$ cat config.mk
export PLATFORM = sky130hd
export DESIGN_NAME = executeStage
export DESIGN_NICKNAME = d
export VERILOG_FILES = /design/src/logic/cpuPkg.sv /design/src/logic/executeStage.sv
export VERILOG_INCLUDE_DIRS = /design/src /design/src/logic
export SDC_FILE = /design/constraint.sdc
export NUM_CORES = 1
export LEC_CHECK = 0
export BUFFER_PORTS_ARGS = -buffer_cell sky130_fd_sc_hd__buf_2
export CAP_MARGIN = 10
export CORE_ASPECT_RATIO = 1.75
export CORE_MARGIN = 4
export CORE_UTILIZATION = 25
export CTS_BUF_LIST = sky130_fd_sc_hd__clkbuf_8 sky130_fd_sc_hd__clkbuf_16
export CTS_CLUSTER_DIAMETER = 150
export CTS_CLUSTER_SIZE = 20
export DETAILED_ROUTE_END_ITERATION = 8
export PLACE_DENSITY_LB_ADDON = 0.08
export SKIP_LAST_GASP = 1
export SLEW_MARGIN = 20
export SYNTH_ARGS = -nofsm -noshare
export SYNTH_HDL_FRONTEND = slang
export SYNTH_SLANG_ARGS = --single-unit
$ cat constraint.sdc
create_clock -name CLK -period 8.2 [get_ports CLK]
set_input_delay 0.82 -clock CLK [delete_from_list [all_inputs] [get_ports CLK]]
set_output_delay 0.82 -clock CLK [all_outputs]
set_load 0.1 [all_outputs]
$ cat src/logic/cpu_consts.svh
`ifndef CPU_CONSTS_SVH
`define CPU_CONSTS_SVH

`define WORD_WIDTH 16
`define REG_COUNT  8
`define PROG_DEPTH 256
`define DATA_DEPTH 256

// Stack grows down from here
`define STACK_TOP  255

`endif

$ cat src/logic/cpuPkg.sv
package cpuPkg;

   typedef enum logic [3:0] {
      ADD  = 4'h0,
      SUB  = 4'h1,
      AND  = 4'h2,
      OR   = 4'h3,
      XOR  = 4'h4,
      SHL  = 4'h5,
      SHR  = 4'h6,
      LDI  = 4'h7,
      LD   = 4'h8,
      ST   = 4'h9,
      PUSH = 4'hA,
      POP  = 4'hB,
      BR   = 4'hC,
      OUT  = 4'hD,
      HALT = 4'hE,
      NOP  = 4'hF
   } opcodeT;

   typedef enum logic [1:0] {
      ALWAYS   = 2'd0,
      ZERO     = 2'd1,
      NOTZERO  = 2'd2,
      NEGATIVE = 2'd3
   } condT;

   typedef struct packed {
      opcodeT     opcode;
      logic [2:0] rd;
      logic [2:0] ra;
      logic [2:0] rb;
      logic [2:0] spare;
   } regFormT;

   typedef struct packed {
      opcodeT     opcode;
      logic [2:0] rd;   // BR keeps its condition here
      logic [8:0] imm;  // BR target in the low byte
   } immFormT;

   typedef union packed {
      regFormT regForm;
      immFormT immForm;
   } instrWord;

endpackage

$ cat src/logic/executeStage.sv
`include "cpu_consts.svh"

module executeStage import cpuPkg::*; (
   input  logic                   CLK,
   input  logic                   reset,
   input  opcodeT                 opcodeQ,
   input  logic [2:0]             rdQ,
   input  logic [2:0]             raQ,
   input  logic [2:0]             rbQ,
   input  logic [8:0]             immQ,
   input  condT                   condQ,
   input  logic                   regWriteQ,
   input  logic                   memReadQ,
   input  logic                   memWriteQ,
   input  logic                   spIncQ,
   input  logic                   spDecQ,
   input  logic                   isBranchQ,
   input  logic                   isOutQ,
   input  logic                   isHaltQ,
   input  logic                   resWriteEnable,
   input  logic [2:0]             resWriteAddr,
   input  logic [`WORD_WIDTH-1:0] resWriteData,
   output logic                   pcLoad,
   output logic [7:0]             pcTarget,
   output logic                   flush,
   output logic                   halted,
   output logic [7:0]             memAddr,
   output logic [`WORD_WIDTH-1:0] storeData,
   output logic [`WORD_WIDTH-1:0] aluResult,
   output logic [2:0]             resRd,
   output logic                   resRegWrite,
   output logic                   resMemRead,
   output logic                   resMemWrite,
   output logic                   resOut
);

   logic [`WORD_WIDTH-1:0] regFile [`REG_COUNT];
   logic [`WORD_WIDTH-1:0] aVal;
   logic [`WORD_WIDTH-1:0] bVal;
   logic [`WORD_WIDTH-1:0] aluOut;
   logic [`WORD_WIDTH-1:0] storeNext;
   logic [7:0]             sp;
   logic [7:0]             spNext;
   logic [7:0]             addrNext;
   logic                   zeroFlag;
   logic                   negFlag;
   logic                   setsFlags;
   logic                   condMet;

   always_ff @(posedge CLK) begin
      if (reset) begin
         for (int i = 0; i < `REG_COUNT; i++) begin
            regFile[i] <= '0;
         end
      end else if (resWriteEnable) begin
         regFile[resWriteAddr] <= resWriteData;
      end
   end

   // Result stage write bypasses the register file
   assign aVal = (resWriteEnable && resWriteAddr == raQ) ? resWriteData : regFile[raQ];
   assign bVal = (resWriteEnable && resWriteAddr == rbQ) ? resWriteData : regFile[rbQ];

   always_comb begin
      setsFlags = 1'b1;
      case (opcodeQ)
         ADD: aluOut = aVal + bVal;
         SUB: aluOut = aVal - bVal;
         AND: aluOut = aVal & bVal;
         OR:  aluOut = aVal | bVal;
         XOR: aluOut = aVal ^ bVal;
         SHL: aluOut = aVal << bVal[3:0];
         SHR: aluOut = aVal >> bVal[3:0];
         LDI: aluOut = {{(`WORD_WIDTH - 9){immQ[8]}}, immQ};
         default: begin
            aluOut    = aVal;      // OUT value
            setsFlags = 1'b0;
         end
      endcase
   end

   // PUSH predecrements, POP postincrements
   assign spNext    = spDecQ ? sp - 8'd1 : (spIncQ ? sp + 8'd1 : sp);
   assign addrNext  = spDecQ ? spNext : (spIncQ ? sp : aVal[7:0]);
   assign storeNext = spDecQ ? aVal : bVal;

   always_comb begin
      case (condQ)
         ALWAYS:   condMet = 1'b1;
         ZERO:     condMet = zeroFlag;
         NOTZERO:  condMet = !zeroFlag;
         NEGATIVE: condMet = negFlag;
         default:  condMet = 1'b0;
      endcase
   end

   assign pcLoad   = isBranchQ && condMet;
   assign pcTarget = immQ[7:0];
   assign flush    = pcLoad || isHaltQ;    // Drop the one younger instruction

   always_ff @(posedge CLK) begin
      if (reset) begin
         zeroFlag <= 1'b0;
         negFlag  <= 1'b0;
         sp       <= 8'(`STACK_TOP);
         halted   <= 1'b0;
      end else begin
         if (setsFlags) begin
            zeroFlag <= (aluOut == '0);
            negFlag  <= aluOut[`WORD_WIDTH-1];
         end
         sp <= spNext;
         if (isHaltQ) begin
            halted <= 1'b1;                  // Held until reset
         end
      end
   end

   always_ff @(posedge CLK) begin
      if (reset) begin
         resRegWrite <= 1'b0;
         resMemRead  <= 1'b0;
         resMemWrite <= 1'b0;
         resOut      <= 1'b0;
      end else begin
         resRegWrite <= regWriteQ;
         resMemRead  <= memReadQ;
         resMemWrite <= memWriteQ;
         resOut      <= isOutQ;
      end
   end

   always_ff @(posedge CLK) begin
      memAddr   <= addrNext;
      storeData <= storeNext;
      aluResult <= aluOut;
      resRd     <= rdQ;
   end

endmodule

Word level (Yosys, flattened, before mapping)
Memory sizes are Yosys's and may differ from the RTL's.
Cells that the tools add are included.
{ "word_totals": {"ff_bits": 58, "ramBits": 128, "input_bits": 54, "out_inout_bits": 58, "wordCells": 62, "memories": 1} }
{ "memory_table": {"columns": ["name", "words", "width", "rd", "rd_ports_with_merged_regs", "write_ports", "line_no", "text"], "rows": [
  ["regFile", 8, 16, 2, 0, 8, "executeStage.sv:37", "logic [`WORD_WIDTH-1:0] regFile [`REG_COUNT];"]
]} }
{ "op_classes": {"addsub": 4, "n_eq_ne": 12, "shifts": 2, "mux": 18, "n_bitwise": 3, "n_reduce_logical": 10} }
{ "ops": {"columns": ["operator", "count"], "rows": [
  ["$pmux W16 S8", 1],
  ["$mux W16", 4],
  ["$mux W8", 4],
  ["$add A16 B16 Y16", 1],
  ["$and A16 B16 Y16", 1],
  ["$eq A4 B3 Y1 const B", 4],
  ["$logic_not A16 Y1", 1],
  ["$or A16 B16 Y16", 1],
  ["$reduce_or A16 Y1", 1],
  ["$shl A16 B4 Y16", 1],
  ["$shr A16 B4 Y16", 1],
  ["$sub A16 B16 Y16", 1],
  ["$xor A16 B16 Y16", 1],
  ["$add A8 B1 Y8 const B", 1],
  ["$eq A4 B2 Y1 const B", 2],
  ["$reduce_or A8 Y1", 1],
  ["$sub A8 B1 Y8 const B", 1],
  ["$mux W1", 7],
  ["$eq A3 B3 Y1", 2],
  ["$eq A2 B2 Y1 const B", 2],
  ["$eq A4 B1 Y1 const B", 1],
  ["$logic_not A4 Y1", 1],
  ["$pmux W1 S4", 1],
  ["$logic_and A1 B1 Y1", 3],
  ["other kinds (5)", 5]
]} }

Longest topological paths before layout
Gate-level depths: netlist of the first run.
{ "logic_depth": {"word_depth": 6, "depth_mapped": 25, "depth_no_buf": 21} }

Worst setup path after synthesis of the first run
No wires, ideal clock.
{ "synth_timing": {"path_type": "input to register", "start": "in resWriteAddr[0]", "end": "reg zeroFlag", "setup_time_ns": 0.059, "arrival_ns": 5.979, "t_required_ns": 8.141, "setup_slack_ns": 2.162, "path_stages": 25, "n_path_buf": 4, "cell_sequence": "buf_2 > xor2_1 > nor4_1 > nand2b_1 > clkbuf_1 > nand2_1 > clkbuf_1 > buf_1 > ha_1 > nand3_1 > or2_2 > o21ai_0 > xnor2_1 > ha_1 > nand2_1 > a21oi_1 > o41ai_1 > a21oi_1 > nor2_1 > xnor2_1 > a221o_1 > a2bb2oi_1 > or4b_1 > or4b_1 > nand2_1"} }
{ "synth_between": {"elab_chain_cells": 6, "word_cells_on_any_way": 15, "cone_classes": "add/sub (2); eq/ne (2); shift (2); mux (3); bitwise (3); reduce/logical (3)"} }
{ "synth_lines": {"columns": ["element", "line_no", "text"], "rows": [
  ["start, declared", "executeStage.sv:21", "input logic [2:0] resWriteAddr,"],
  ["$eq A3 B3 Y1 (on tied branches)", "executeStage.sv:61, executeStage.sv:62", null],
  ["$logic_and A1 B1 Y1 (on tied branches)", "executeStage.sv:61, executeStage.sv:62", null],
  ["$mux W16 (on tied branches)", "executeStage.sv:61, executeStage.sv:62", null],
  ["$sub A16 B16 Y16, or another cell as far along", "executeStage.sv:68", "SUB: aluOut = aVal - bVal;"],
  ["$pmux W16 S8 (*)", "executeStage.sv:66", "case (opcodeQ)"],
  ["named net aluOut[12]", "executeStage.sv:40", "logic [`WORD_WIDTH-1:0] aluOut;"],
  ["$logic_not A16 Y1 (*)", "executeStage.sv:109", "zeroFlag <= (aluOut == '0);"],
  ["end signal, assigned", "executeStage.sv:109", null],
  ["end, declared", "executeStage.sv:45", "logic zeroFlag;"]
]} }
Mark *: on every way through the listed nets, which the timed path passes. The rest lies on a longest branch.
A chain may end at the register's enable or synchronous reset.

Worst setup path in the final report of the first run
{ "layout_timing": {"start": "in rbQ[0]", "end": "reg zeroFlag"} }
{ "layout_between": {"elab_chain_cells": 6, "word_cells_on_any_way": 13, "cone_classes": "add/sub (2); eq/ne (1); shift (2); mux (2); bitwise (3); reduce/logical (2); memory (1)"} }
{ "layout_lines": {"columns": ["element", "line_no", "text"], "rows": [
  ["start, declared", "executeStage.sv:9", "input logic [2:0] rbQ,"],
  ["branches (longest 2 deep; another with $mem_v2 Z8 W16)", null, null],
  ["$mux W16 (*)", "executeStage.sv:62", "assign bVal = (resWriteEnable && resWriteAddr == rbQ) ? resWriteData : regFile[rbQ];"],
  ["$sub A16 B16 Y16, or another cell as far along", "executeStage.sv:68", null],
  ["$pmux W16 S8 (*)", "executeStage.sv:66", null],
  ["$logic_not A16 Y1 (*)", "executeStage.sv:109", null]
]} }
Every way passes the cells marked *.

==> results of run 1 <==
-- critical path: cells and delay by family --
family / cells / cell delay, ps
simple gates: 5 / 1430
xor+xnor: 2 / 290
compound gates: 6 / 2120
fa+ha+maj: 1 / 370
buf+inv: 2 / 850
mux: 3 / 1460
-- routing by layer --
layer | global-route usage | vias up | wire length [um]
li1 | - | 5106 | -
met1 | 0.216 | 5600 | 21700
met2 | 0.392 | 402 | 32800
met3 | 0.0261 | 120 | 2070
met4 | 0.129 | 2 | 4160
met5 | 0 | - | 7
-- final timing paths --
path / to / cells past startpoint
min reg2reg: negFlag / 2
max: zeroFlag / 19
min: resRd[2] / 1
max reg2reg: zeroFlag / 19
-- synth_stat cells (7+ instances only) --
| cell | n | share of area |
|---|---|---|
| a211oi_1 | 14 | 0.0078 |
| a21o_1 | 15 | 0.0084 |
| a21oi_1 | 61 | 0.023 |
| a221oi_1 | 18 | 0.012 |
| a31oi_1 | 8 | 0.0037 |
| and2_1 | 92 | 0.043 |
| and3_1 | 8 | 0.0037 |
| buf_1 | 7 | 0.0020 |
| buf_2 | 19 | 0.0071 |
| buf_4 | 9 | 0.0050 |
| clkbuf_1 | 74 | 0.021 |
| dfxtp_1 | 58 | 0.087 |
| edfxtp_1 | 128 | 0.29 |
| ha_1 | 54 | 0.050 |
| inv_1 | 40 | 0.011 |
| mux2_2 | 29 | 0.024 |
| mux2i_1 | 73 | 0.055 |
| mux4_2 | 59 | 0.099 |
| nand2_1 | 94 | 0.026 |
| nand2b_1 | 14 | 0.0065 |
| nand3_1 | 30 | 0.011 |
| nor2_1 | 77 | 0.022 |
| nor2b_1 | 7 | 0.0033 |
| nor3_1 | 59 | 0.022 |
| nor4_1 | 16 | 0.0075 |
| o211ai_1 | 15 | 0.0084 |
| o21ai_0 | 49 | 0.018 |
| o221ai_1 | 11 | 0.0072 |
| or2_2 | 14 | 0.0065 |
| xnor2_1 | 30 | 0.020 |
| xor2_1 | 9 | 0.0059 |
-- kinds of logic (layout without fill, tap and decap cells) --
group           Yosys count  after routing  synth area share
buf+inv                 163            244            0.0534
simple gates            441            441             0.170
mux                     165            165             0.183
compound gates          277            277             0.143
xor+xnor                 39             39            0.0255
flops                   186            186             0.374
fa+ha+maj                55             55            0.0520
-- registers in the layout, summed over array words and instances, names as in the netlist, 3 cells and up --
register / count
memAddr: 8
aluResult: 16
regFile: 128
storeData: 16
resRd: 3
sp: 8
-- power groups by stage --
stage / Combinational (uW) / Clock [uW] / Sequential, uW
after floorplan: 686 / 0 / 1390
after global placement: 1370 / 0 / 1150
after detailed placement: 1360 / 0 / 1150
after CTS: 1370 / 915 / 1130
after global routing: 1440 / 949 / 1130
final: 1370 / 891 / 1120
-- through the flow --
step	hold slack (ps)	total power (uW)	setup WS, ps	std cells
4_1_cts	407	3410	1460	2090
2_1_floorplan	437	2070	2160	1326
3_5_place_dp	473	2510	951	2058
3_3_place_gp	447	2520	974	2058
6_report	436	3390	1270	2091
5_1_grt	414	3520	1010	2091
-- placed cells by master (no fill, tap or decap), drive strengths merged, types with 7 or more instances in the layout --
cell type,Yosys,routed
clkinv,6,12
mux2i,75,75
nor4,16,16
a21o,15,15
buf,41,164
o211ai,15,15
mux2,31,31
nor2,77,77
nand2b,14,14
a221oi,18,18
dfxtp,58,58
a21oi,61,61
edfxtp,128,128
inv,42,49
and2,92,92
o221ai,11,11
or2,14,14
xor2,9,9
nor3,59,59
a211oi,15,15
a31oi,8,8
and3,8,8
mux4,59,59
clkbuf,74,17
ha,54,54
xnor2,30,30
nand2,94,94
o21ai,52,52
nor2b,7,7
nand3,30,30
-- final cells by class --
| cell class | count | area, sq um | share of cell area |
|---|---|---|---|
| clock buffer | 17 | 425 | 0.0278 |
| clock inverter | 15 | 178 | 0.0116 |
| inverter | 48 | 180 | 0.0118 |
| multi-input combinational | 977 | 7690 | 0.503 |
| sequential | 186 | 5000 | 0.327 |
| tap | 684 | 856 | 0.0560 |
| timing repair buffer | 164 | 957 | 0.0626 |
==> run summary, run 1 <==
Worst setup EP type: flop
Cell variety after synth: 78
Area Growth Syn to Fin: 14.2%
die width: 183 um
Seq pwr share: 0.332
Max-Slew Margin vs Limit: 0.236
logic gate share of total power: 0.405
worst slew pin tran: 1120 ps
largest net degree at the start of global routing: 60
Num CTS Buffers: 17
CP required: 8630 ps
# hold bufs at CTS: 0
# IOs: 112
die area: 57500 sq um
CP peak stage delay: 1020 ps
Sink Count: 186
slowest CP cell: a2111oi_0
Post-synth EDFFs: 128
CTS Buffer Depth: 2
number of antenna violations at the first check in global routing: 1
switching share of power: 0.435
Layout Nets: 1503
Worst-Skew Late Latency: 490 ps
cell area after layout: 15300 sq um
post-synthesis instance area: 13400 sq um
WL final: 60.8 mm
DR vias/cell: 5.37
final hold violations: 0
initial core utilization: 0.251
yosys warns: 0
Final Max Slew Viols: 0
Global Route Usage Sum: 0.208
Final setup viols: 0
worst-path cell chain: buf_2 > buf_4 > mux4_2 > mux2_2 > mux2i_1 > nand2_1 > or2_2 > o21ai_0 > xnor2_1 > ha_1 > a21o_1 > or3_1 > o221a_2 > a31oi_1 > o21ai_0 > xor2_1 > a2111oi_0 > or4b_1 > nand2_1
leak pwr: 0.00594 uW
clock skew: 13.9 ps
post-route core utilization: 0.287
Routed wire per std cell: 29.1 um
FF-to-FF setup slack: 1710 ps
CP max FO: 18
top_reg_cell synth: edfxtp_1
core box area: 53300 sq um
Root Buffer: clkbuf_16
Post-Syn Nets: 1435
CP Launch Point: rbQ[0]
crit path kind: input port to flop
final HPWL from detailed placement: 46.1 mm
IO buf count: 111
Die Y: 314 um
Post-DRT Antenna Nets: 0
CTS tree: built
#FFs+latches synth: 186
Fin Setup TNS: 0 ps
post-CTS setup repair buffer count: 0
Final Cycle Share: 0.845
share of cells above drive strength 1: 0.220
grt ovf: 0
FP Rows: 112
PostCTS Resize Cnt: 0
DRC: 0
Arrival @ worst endpoint: 7360 ps
Clock power frac: 0.263
Post-Synthesis Cells: 1326
final RePlAce weighted congestion: 0.953
min-delay src: rdQ[2]
Max-Cap Viols: 0
worst min path class: input port to flop
startpoint types: input port
DR vias: 11230
Max Clk Rate: 144 MHz
pwr/cell area: 221 nW/um^2
RSZ-0062 raised after global routing: no
Int Pwr: 1910 uW
Inserted Diodes: 0
first-pass GRT wire length: 85.9 mm
FFs w/ async S/R, synth: 0
Cell Area, Placed: 14700 sq um
minimum clock period: 6930 ps
CTS clk-pin slew, worst paths: 90 ps
Max VDD drop: 0.172 mV
NetSw: 1470 uW
DRT Pass-1 Iters: 6
status: complete, no violations
fill count: 5645
vias in the first global route: 11578
# H-tree levels: 4
sequential-to-total area share from yosys stat: 0.374
reg2reg start: regFile[2][0]
drt initial violations: 867
Syn Area/Cell: 10.1 sq um
Note: power is estimated with default switching activity, not from simulation.
==> inputs of run 2 (changes only) <==
- clock period: 8.2 -> 6.7 ns (I/O delays scaled with it)
==> run 2 against run 1 <==
Compared with the run above: flip-flop and latch count is the same; first-iteration DRC count grew 3.2%; core utilization is 0.63 points higher; register-to-register slack got worse by 600 ps; clock skew grew 5.0 ps; global-route usage grew 0.61 points; cell count rose by 2.1%; sequential power rose by 22%; wire length increased by 2.7%; sequential share of layout area shrank 0.70 points; critical endpoint unchanged.
==> run summary, run 2 (synthesis results as in run 1) <==
overall power: 4180 uW (+23%)
Fin Setup TNS: 0 ps (unchanged)
minimum clock period: 5870 ps
slowest CP cell: mux4_2
Final Max Slew Viols: 0 (unchanged)
vias in the first global route: 11836 (+2.2%)
CTS tree: built
Num CTS Buffers: 17 (unchanged)
Sink Count: 186 (unchanged)
Max Clk Rate: 170 MHz
Seq pwr share: 0.329 (-0.003)
Arrival @ worst endpoint: 6300 ps (-1060 ps)
pwr/cell area: 267 nW/um^2 (+21%)
largest net degree at the start of global routing: 60 (unchanged)
Int Pwr: 2350 uW (+23%)
number of flip-flops in the largest register: 128 (unchanged)
worst-path cell chain: buf_2 > buf_4 > buf_4 > mux4_2 > mux2_2 > mux2i_1 > nand2_1 > or2_2 > o21ai_0 > xnor2_1 > ha_1 > a21o_1 > or3_1 > o221a_2 > a31oi_1 > o21ai_0 > xor2_1 > a2111oi_0 > buf_4 > or4b_1 > nand2_1
clock skew: 18.9 ps (+5.00 ps)
commonest non-fill, non-tap cell in the layout: edfxtp_1
logic gate share of total power: 0.415 (+0.010)
Final setup viols: 0 (unchanged)
final HPWL from detailed placement: 48.3 mm (+4.7%)
NetSw: 1820 uW (+24%)
WP buf/inv: 4 (+2)
Area Growth Syn to Fin: 16.7%
die area: 57500 sq um (unchanged)
DR vias/cell: 5.37 (about the same)
leak pwr: 0.00615 uW (+3.5%)
Regs by FF count: regFile x128, aluResult x16, storeData x16
DRC: 0 (unchanged)
post-CTS setup repair buffer count: 0 (unchanged)
Max VDD drop: 0.230 mV (+34%)
PostCTS Resize Cnt: 0 (unchanged)
Global Route Usage Sum: 0.215 (+0.00614)
FP Rows: 112 (unchanged)
Die Y: 314 um (unchanged)
IO buf count: 111 (unchanged)
core box area: 53300 sq um (unchanged)
worst slew pin tran: 1090 ps (-31.6 ps)
WL final: 62.4 mm (+2.7%)
kind of cell adding the most delay to the critical path: compound AO/OA/AOI/OAI gates
crit path kind: input port to flop
Post-DRT Antenna Nets: 0 (unchanged)
number of antenna violations at the first check in global routing: 3 (+2)
Worst-Skew Late Latency: 490 ps (about the same)
CTS clk-pin slew, worst paths: 80 ps (about the same)
final RePlAce weighted congestion: 0.971 (+1.8%)
CTS Buffer Depth: 2 (unchanged)
most frequent cells in the layout: 128 x edfxtp_1, 111 x buf_2, 94 x nand2_1, 94 x buf_4, 92 x and2_1
RSZ-0062 raised after global routing: no
Worst setup EP type: flop
Clock power frac: 0.256 (-0.007)
DR vias: 11462 (+2.1%)
die width: 183 um (unchanged)
# IOs: 112 (unchanged)
final hold violations: 0 (unchanged)
most used cell, CP: buf_4
Final Cycle Share: 0.876
grt ovf: 0 (unchanged)
DRT Pass-1 Iters: 5 (-1)
Routed wire per std cell: 29.2 um (+0.58%)
CP required: 7130 ps (-1500 ps)
# H-tree levels: 4 (unchanged)
status: complete, no violations
switching share of power: 0.436 (+0.00155)
Max-Cap Viols: 0 (unchanged)
# hold bufs at CTS: 0 (unchanged)
initial core utilization: 0.251 (unchanged)
CP max FO: 20 (+2)
worst min path class: input port to flop
Most flops, register: regFile
drt initial violations: 895 (+3.2%)
Layout Nets: 1546 (+2.9%)
share of cells above drive strength 1: 0.243 (+0.0231)
startpoint types: input port
first-pass GRT wire length: 87.7 mm (+2.1%)
Root Buffer: clkbuf_16
Max-Slew Margin vs Limit: 0.276 (+0.0404)
CP peak stage delay: 550 ps (-470 ps)
hold slack: 285 ps (-151 ps)
## run 2: per-stage QoR
step | area [sq um] | std cells | setup WS (ps) | utilization
final | 15600 | 2135 | 828 | 0.293
after global routing | 15600 | 2134 | 465 | 0.293
after CTS | 15600 | 2134 | 837 | 0.293
after detailed placement | 15000 | 2102 | 328 | 0.282
after global placement | 15000 | 2102 | 334 | 0.282
after floorplan | 13400 | 1326 | 812 | -
## run 2: area by class of cell
type                            instances  area, sq um
Tap cell                              684          856
Antenna cell                            1         2.50
Multi-Input combinational cell        977         7690
Inverter                               48          180
Clock buffer                           18          439
Sequential cell                       186         5000
Fill cell                            5618        37600
Timing Repair Buffer                  207         1300
Clock inverter                         14          151
## run 2: worst register-to-register path: stages, from the launching register on
cell	delay [ps]
edfxtp_1	420
mux4_2	460
mux2_2	300
mux2i_1	420
buf_4	270
nand2_1	100
or2_2	320
o21ai_0	200
xnor2_1	100
ha_1	370
a21o_1	200
or3_1	300
o221a_2	270
a31oi_1	260
o21ai_0	150
xor2_1	200
a2111oi_0	510
buf_4	190
or4b_1	420
nand2_1	80
## run 2: power groups by stage
stage,logic (uW),registers [uW],clock network [uW]
after detailed placement,1730,1400,0
after CTS,1730,1380,1110
after global routing,1820,1390,1140
after floorplan,840,1700,0
final,1730,1370,1070
after global placement,1740,1400,0
## run 2: final timing paths
check                     start        to  slack [ps]  depth (start not counted)
setup / recovery         rbQ[0]  zeroFlag         830                         21
hold / removal           rdQ[1]  resRd[1]         290                          1
setup reg to reg  regFile[0][4]  zeroFlag        1110                         19
hold reg to reg          halted    halted         470                          2
## run 2: metal layers
metal  GRT usage  vias up  wire length, um
met3      0.0242      136             2090
met1       0.216     5767            21500
met2       0.415      366            34700
met4       0.127        2             4090
li1            -     5191                -
met5           0        -                7
==> inputs of run 3 (changes only) <==
--- a/config.mk
+++ b/config.mk
@@ -18,2 +18,3 @@
 export PLACE_DENSITY_LB_ADDON = 0.08
+export RECOVER_POWER = 25
 export SKIP_LAST_GASP = 1
==> constraint.sdc (replaced) <==
create_clock -name CLK -period 6.7 [get_ports CLK]
set_input_delay 0.335 -clock CLK [delete_from_list [all_inputs] [get_ports CLK]]
set_output_delay 0.335 -clock CLK [all_outputs]
set_load 0.1 [all_outputs]
==> run 3 against run 2 <==
Compared with the run above: core utilization down 0.33 points; clock skew fell by 6.3 ps; final area down 1.1%; global-route usage about the same; hold slack got worse by 230 ps; critical path type is now flop to flop; cell count shrank 0.56%; critical path depth shrank 7; highest routed layer unchanged; maximum frequency is 3.9% higher; flip-flop and latch count unchanged; power decreased by 1.3%; setup slack improved by 220 ps.
==> run summary, run 3 (synthesis results as in run 1) <==
core box area: 53300 sq um (unchanged)
WL final: 62.4 mm (about the same)
overall power: 4120 uW (-1.3%)
number of antenna violations at the first check in global routing: 2 (-1)
Root Buffer: clkbuf_16
Hold Path End: resMemWrite
Max VDD drop: 0.199 mV (-13%)
Layout Nets: 1534 (-0.78%)
reg2reg start: regFile[7][0]
die width: 183 um (unchanged)
wire length on met2: 33.8 mm (-2.5%)
cell area after layout: 15500 sq um (-1.1%)
post-CTS setup repair buffer count: 0 (unchanged)
largest net degree at the start of global routing: 60 (unchanged)
Most flops, register: regFile
DRC: 0 (unchanged)
Cell Area, Placed: 14900 sq um (-0.88%)
Post-DRT Antenna Nets: 0 (unchanged)
number of standard cells in the final layout excluding fillers: 2123 (-0.56%)
final hold violations: 0 (unchanged)
Global Route Usage Sum: 0.215 (about the same)
vias in the first global route: 11943 (+0.90%)
CP max FO: 24 (+20%)
minimum clock period: 5650 ps (-222 ps)
pwr/cell area: 267 nW/um^2 (-0.21%)
# IOs: 112 (unchanged)
Area Growth Syn to Fin: 15.4%
hold depth: 2 (+1)
final RePlAce weighted congestion: 0.955 (-1.6%)
CTS Buffer Depth: 2 (unchanged)
Final Cycle Share: 0.843 (-0.0331)
Die Y: 314 um (unchanged)
Worst setup EP type: flop
Worst-Skew Late Latency: 480 ps (about the same)
final HPWL from detailed placement: 47.8 mm (-0.98%)
met3 wire len: 2.16 mm (+3.6%)
CTS clk-pin slew, worst paths: 80 ps (about the same)
reg2reg end: zeroFlag
Max Used Layer: met5
DP Cell Count: 2086 (-0.76%)
Max-Slew Margin vs Limit: 0.0394 (-0.237)
DRT Pass-1 Iters: 8 (+3)
first-pass GRT wire length: 88.1 mm (+0.46%)
FP Rows: 112 (unchanged)
min-delay src: memWriteQ
M1 WL: 21.8 mm (+1.4%)
number of flip-flops in the largest register: 128 (unchanged)
initial core utilization: 0.251 (unchanged)
fill count: 5693 (+1.3%)
startpoint types: flop
Routed wire per std cell: 29.4 um (+0.62%)
CP required: 7120 ps (about the same)
most frequent cells in the layout: 128 x edfxtp_1, 94 x nand2_1, 93 x buf_2, 80 x and2_1, 77 x nor2_1
Num CTS Buffers: 17 (unchanged)
Regs by FF count: regFile x128, aluResult x16, storeData x16
Fin Setup TNS: 0 ps (unchanged)
# H-tree levels: 4 (unchanged)
commonest non-fill, non-tap cell in the layout: edfxtp_1
Max Clk Rate: 177 MHz (+3.9%)
leak pwr: 0.00599 uW (-2.6%)
PostCTS Resize Cnt: 0 (unchanged)
Final Max Slew Viols: 0 (unchanged)
DR vias/cell: 5.34 (-0.56%)
CTS tree: built
Max-Cap Viols: 0 (unchanged)
Worst R2R Path Depth: 14 (-5)
Arrival @ worst endpoint: 6070 ps (-230 ps)
Final setup viols: 0 (unchanged)
Sink Count: 186 (unchanged)
clock skew: 12.6 ps (-6.26 ps)
drt initial violations: 779 (-13%)
crit path kind: flop to flop
worst min path class: input port to flop
DR vias: 11334 (-1.1%)
IO buf count: 111 (unchanged)
worst slew pin tran: 1440 ps (+355 ps)
share of cells above drive strength 1: 0.217 (-0.0265)
status: complete, no violations
hold slack: 57.1 ps (-228 ps)
die area: 57500 sq um (unchanged)
grt ovf: 0 (unchanged)
FF-to-FF setup slack: 1050 ps (-60 ps)
RSZ-0062 raised after global routing: no
-- run 3: cell count changes in the layout (fill, tap and decap cells not counted), sizes merged --
cell	change
buf	-38
clkbuf	+22
clkinvlp	+3
dlygate4sd3	+3
clkinv	-2
bufinv	+1
inv	-1
-- run 3: what timing repair did --
| action | in CTS | in global routing |
|---|---|---|
| hold buffers | 3 | 0 |
| endpoints found under the hold margin | 3 | 0 |
| endpoints found under the setup margin | 0 | 0 |
-- run 3: metrics by stage --
stage / utilization / setup WS [ps]
floorplan: - / 1150
global placement: 0.280 / 596
detailed placement: 0.280 / 607
CTS: 0.291 / 1090
global route: 0.290 / 706
finish: 0.290 / 1050
-- run 3: metal layers --
metal  up-vias  global-route usage
li1       5174                   -
met1      5610               0.215
met2       399               0.407
met3       149              0.0287
met4         2               0.140
met5         -                   0
-- run 3: layout make-up --
type / instances / area (sq um) / area share
tap: 684 / 856 / 0.0554
inverter: 48 / 180 / 0.0117
timing repair buffer: 195 / 1170 / 0.0755
multi-input combinational: 977 / 7690 / 0.498
sequential: 186 / 5000 / 0.324
clock buffer: 17 / 425 / 0.0275
clock inverter: 15 / 126 / 0.00818
antenna: 1 / 2.50 / 0.000162
-- run 3: how the worst max path moves through the flow --
stage	startpoint	end	depth (start not counted)
after CTS	regFile[7][0]	zeroFlag	18
final	regFile[7][0]	zeroFlag	14
after detailed placement	rbQ[0]	zeroFlag	22
after floorplan	resWriteAddr[0]	zeroFlag	25
after global placement	rbQ[0]	zeroFlag	22
after global routing	regFile[7][0]	zeroFlag	18
-- run 3: worst max-delay path, cell delays in order (launching register included) --
cell and delay (ps):
edfxtp_1 420, mux4_2 510, mux2_2 380, mux2i_4 250, buf_4 450, ha_1 320
o21ai_0 70, o2111ai_1 320, o32ai_1 400, o41ai_1 180, or4b_1 520, a2111oi_0 870
o2111ai_1 260, or4b_1 540, nand2_1 80
-- run 3: power breakdown --
part | internal, uW | total (uW) | switching (uW)
clock | 512 | 1030 | 516
sequential | 1330 | 1380 | 49.3
combinational | 505 | 1720 | 1210
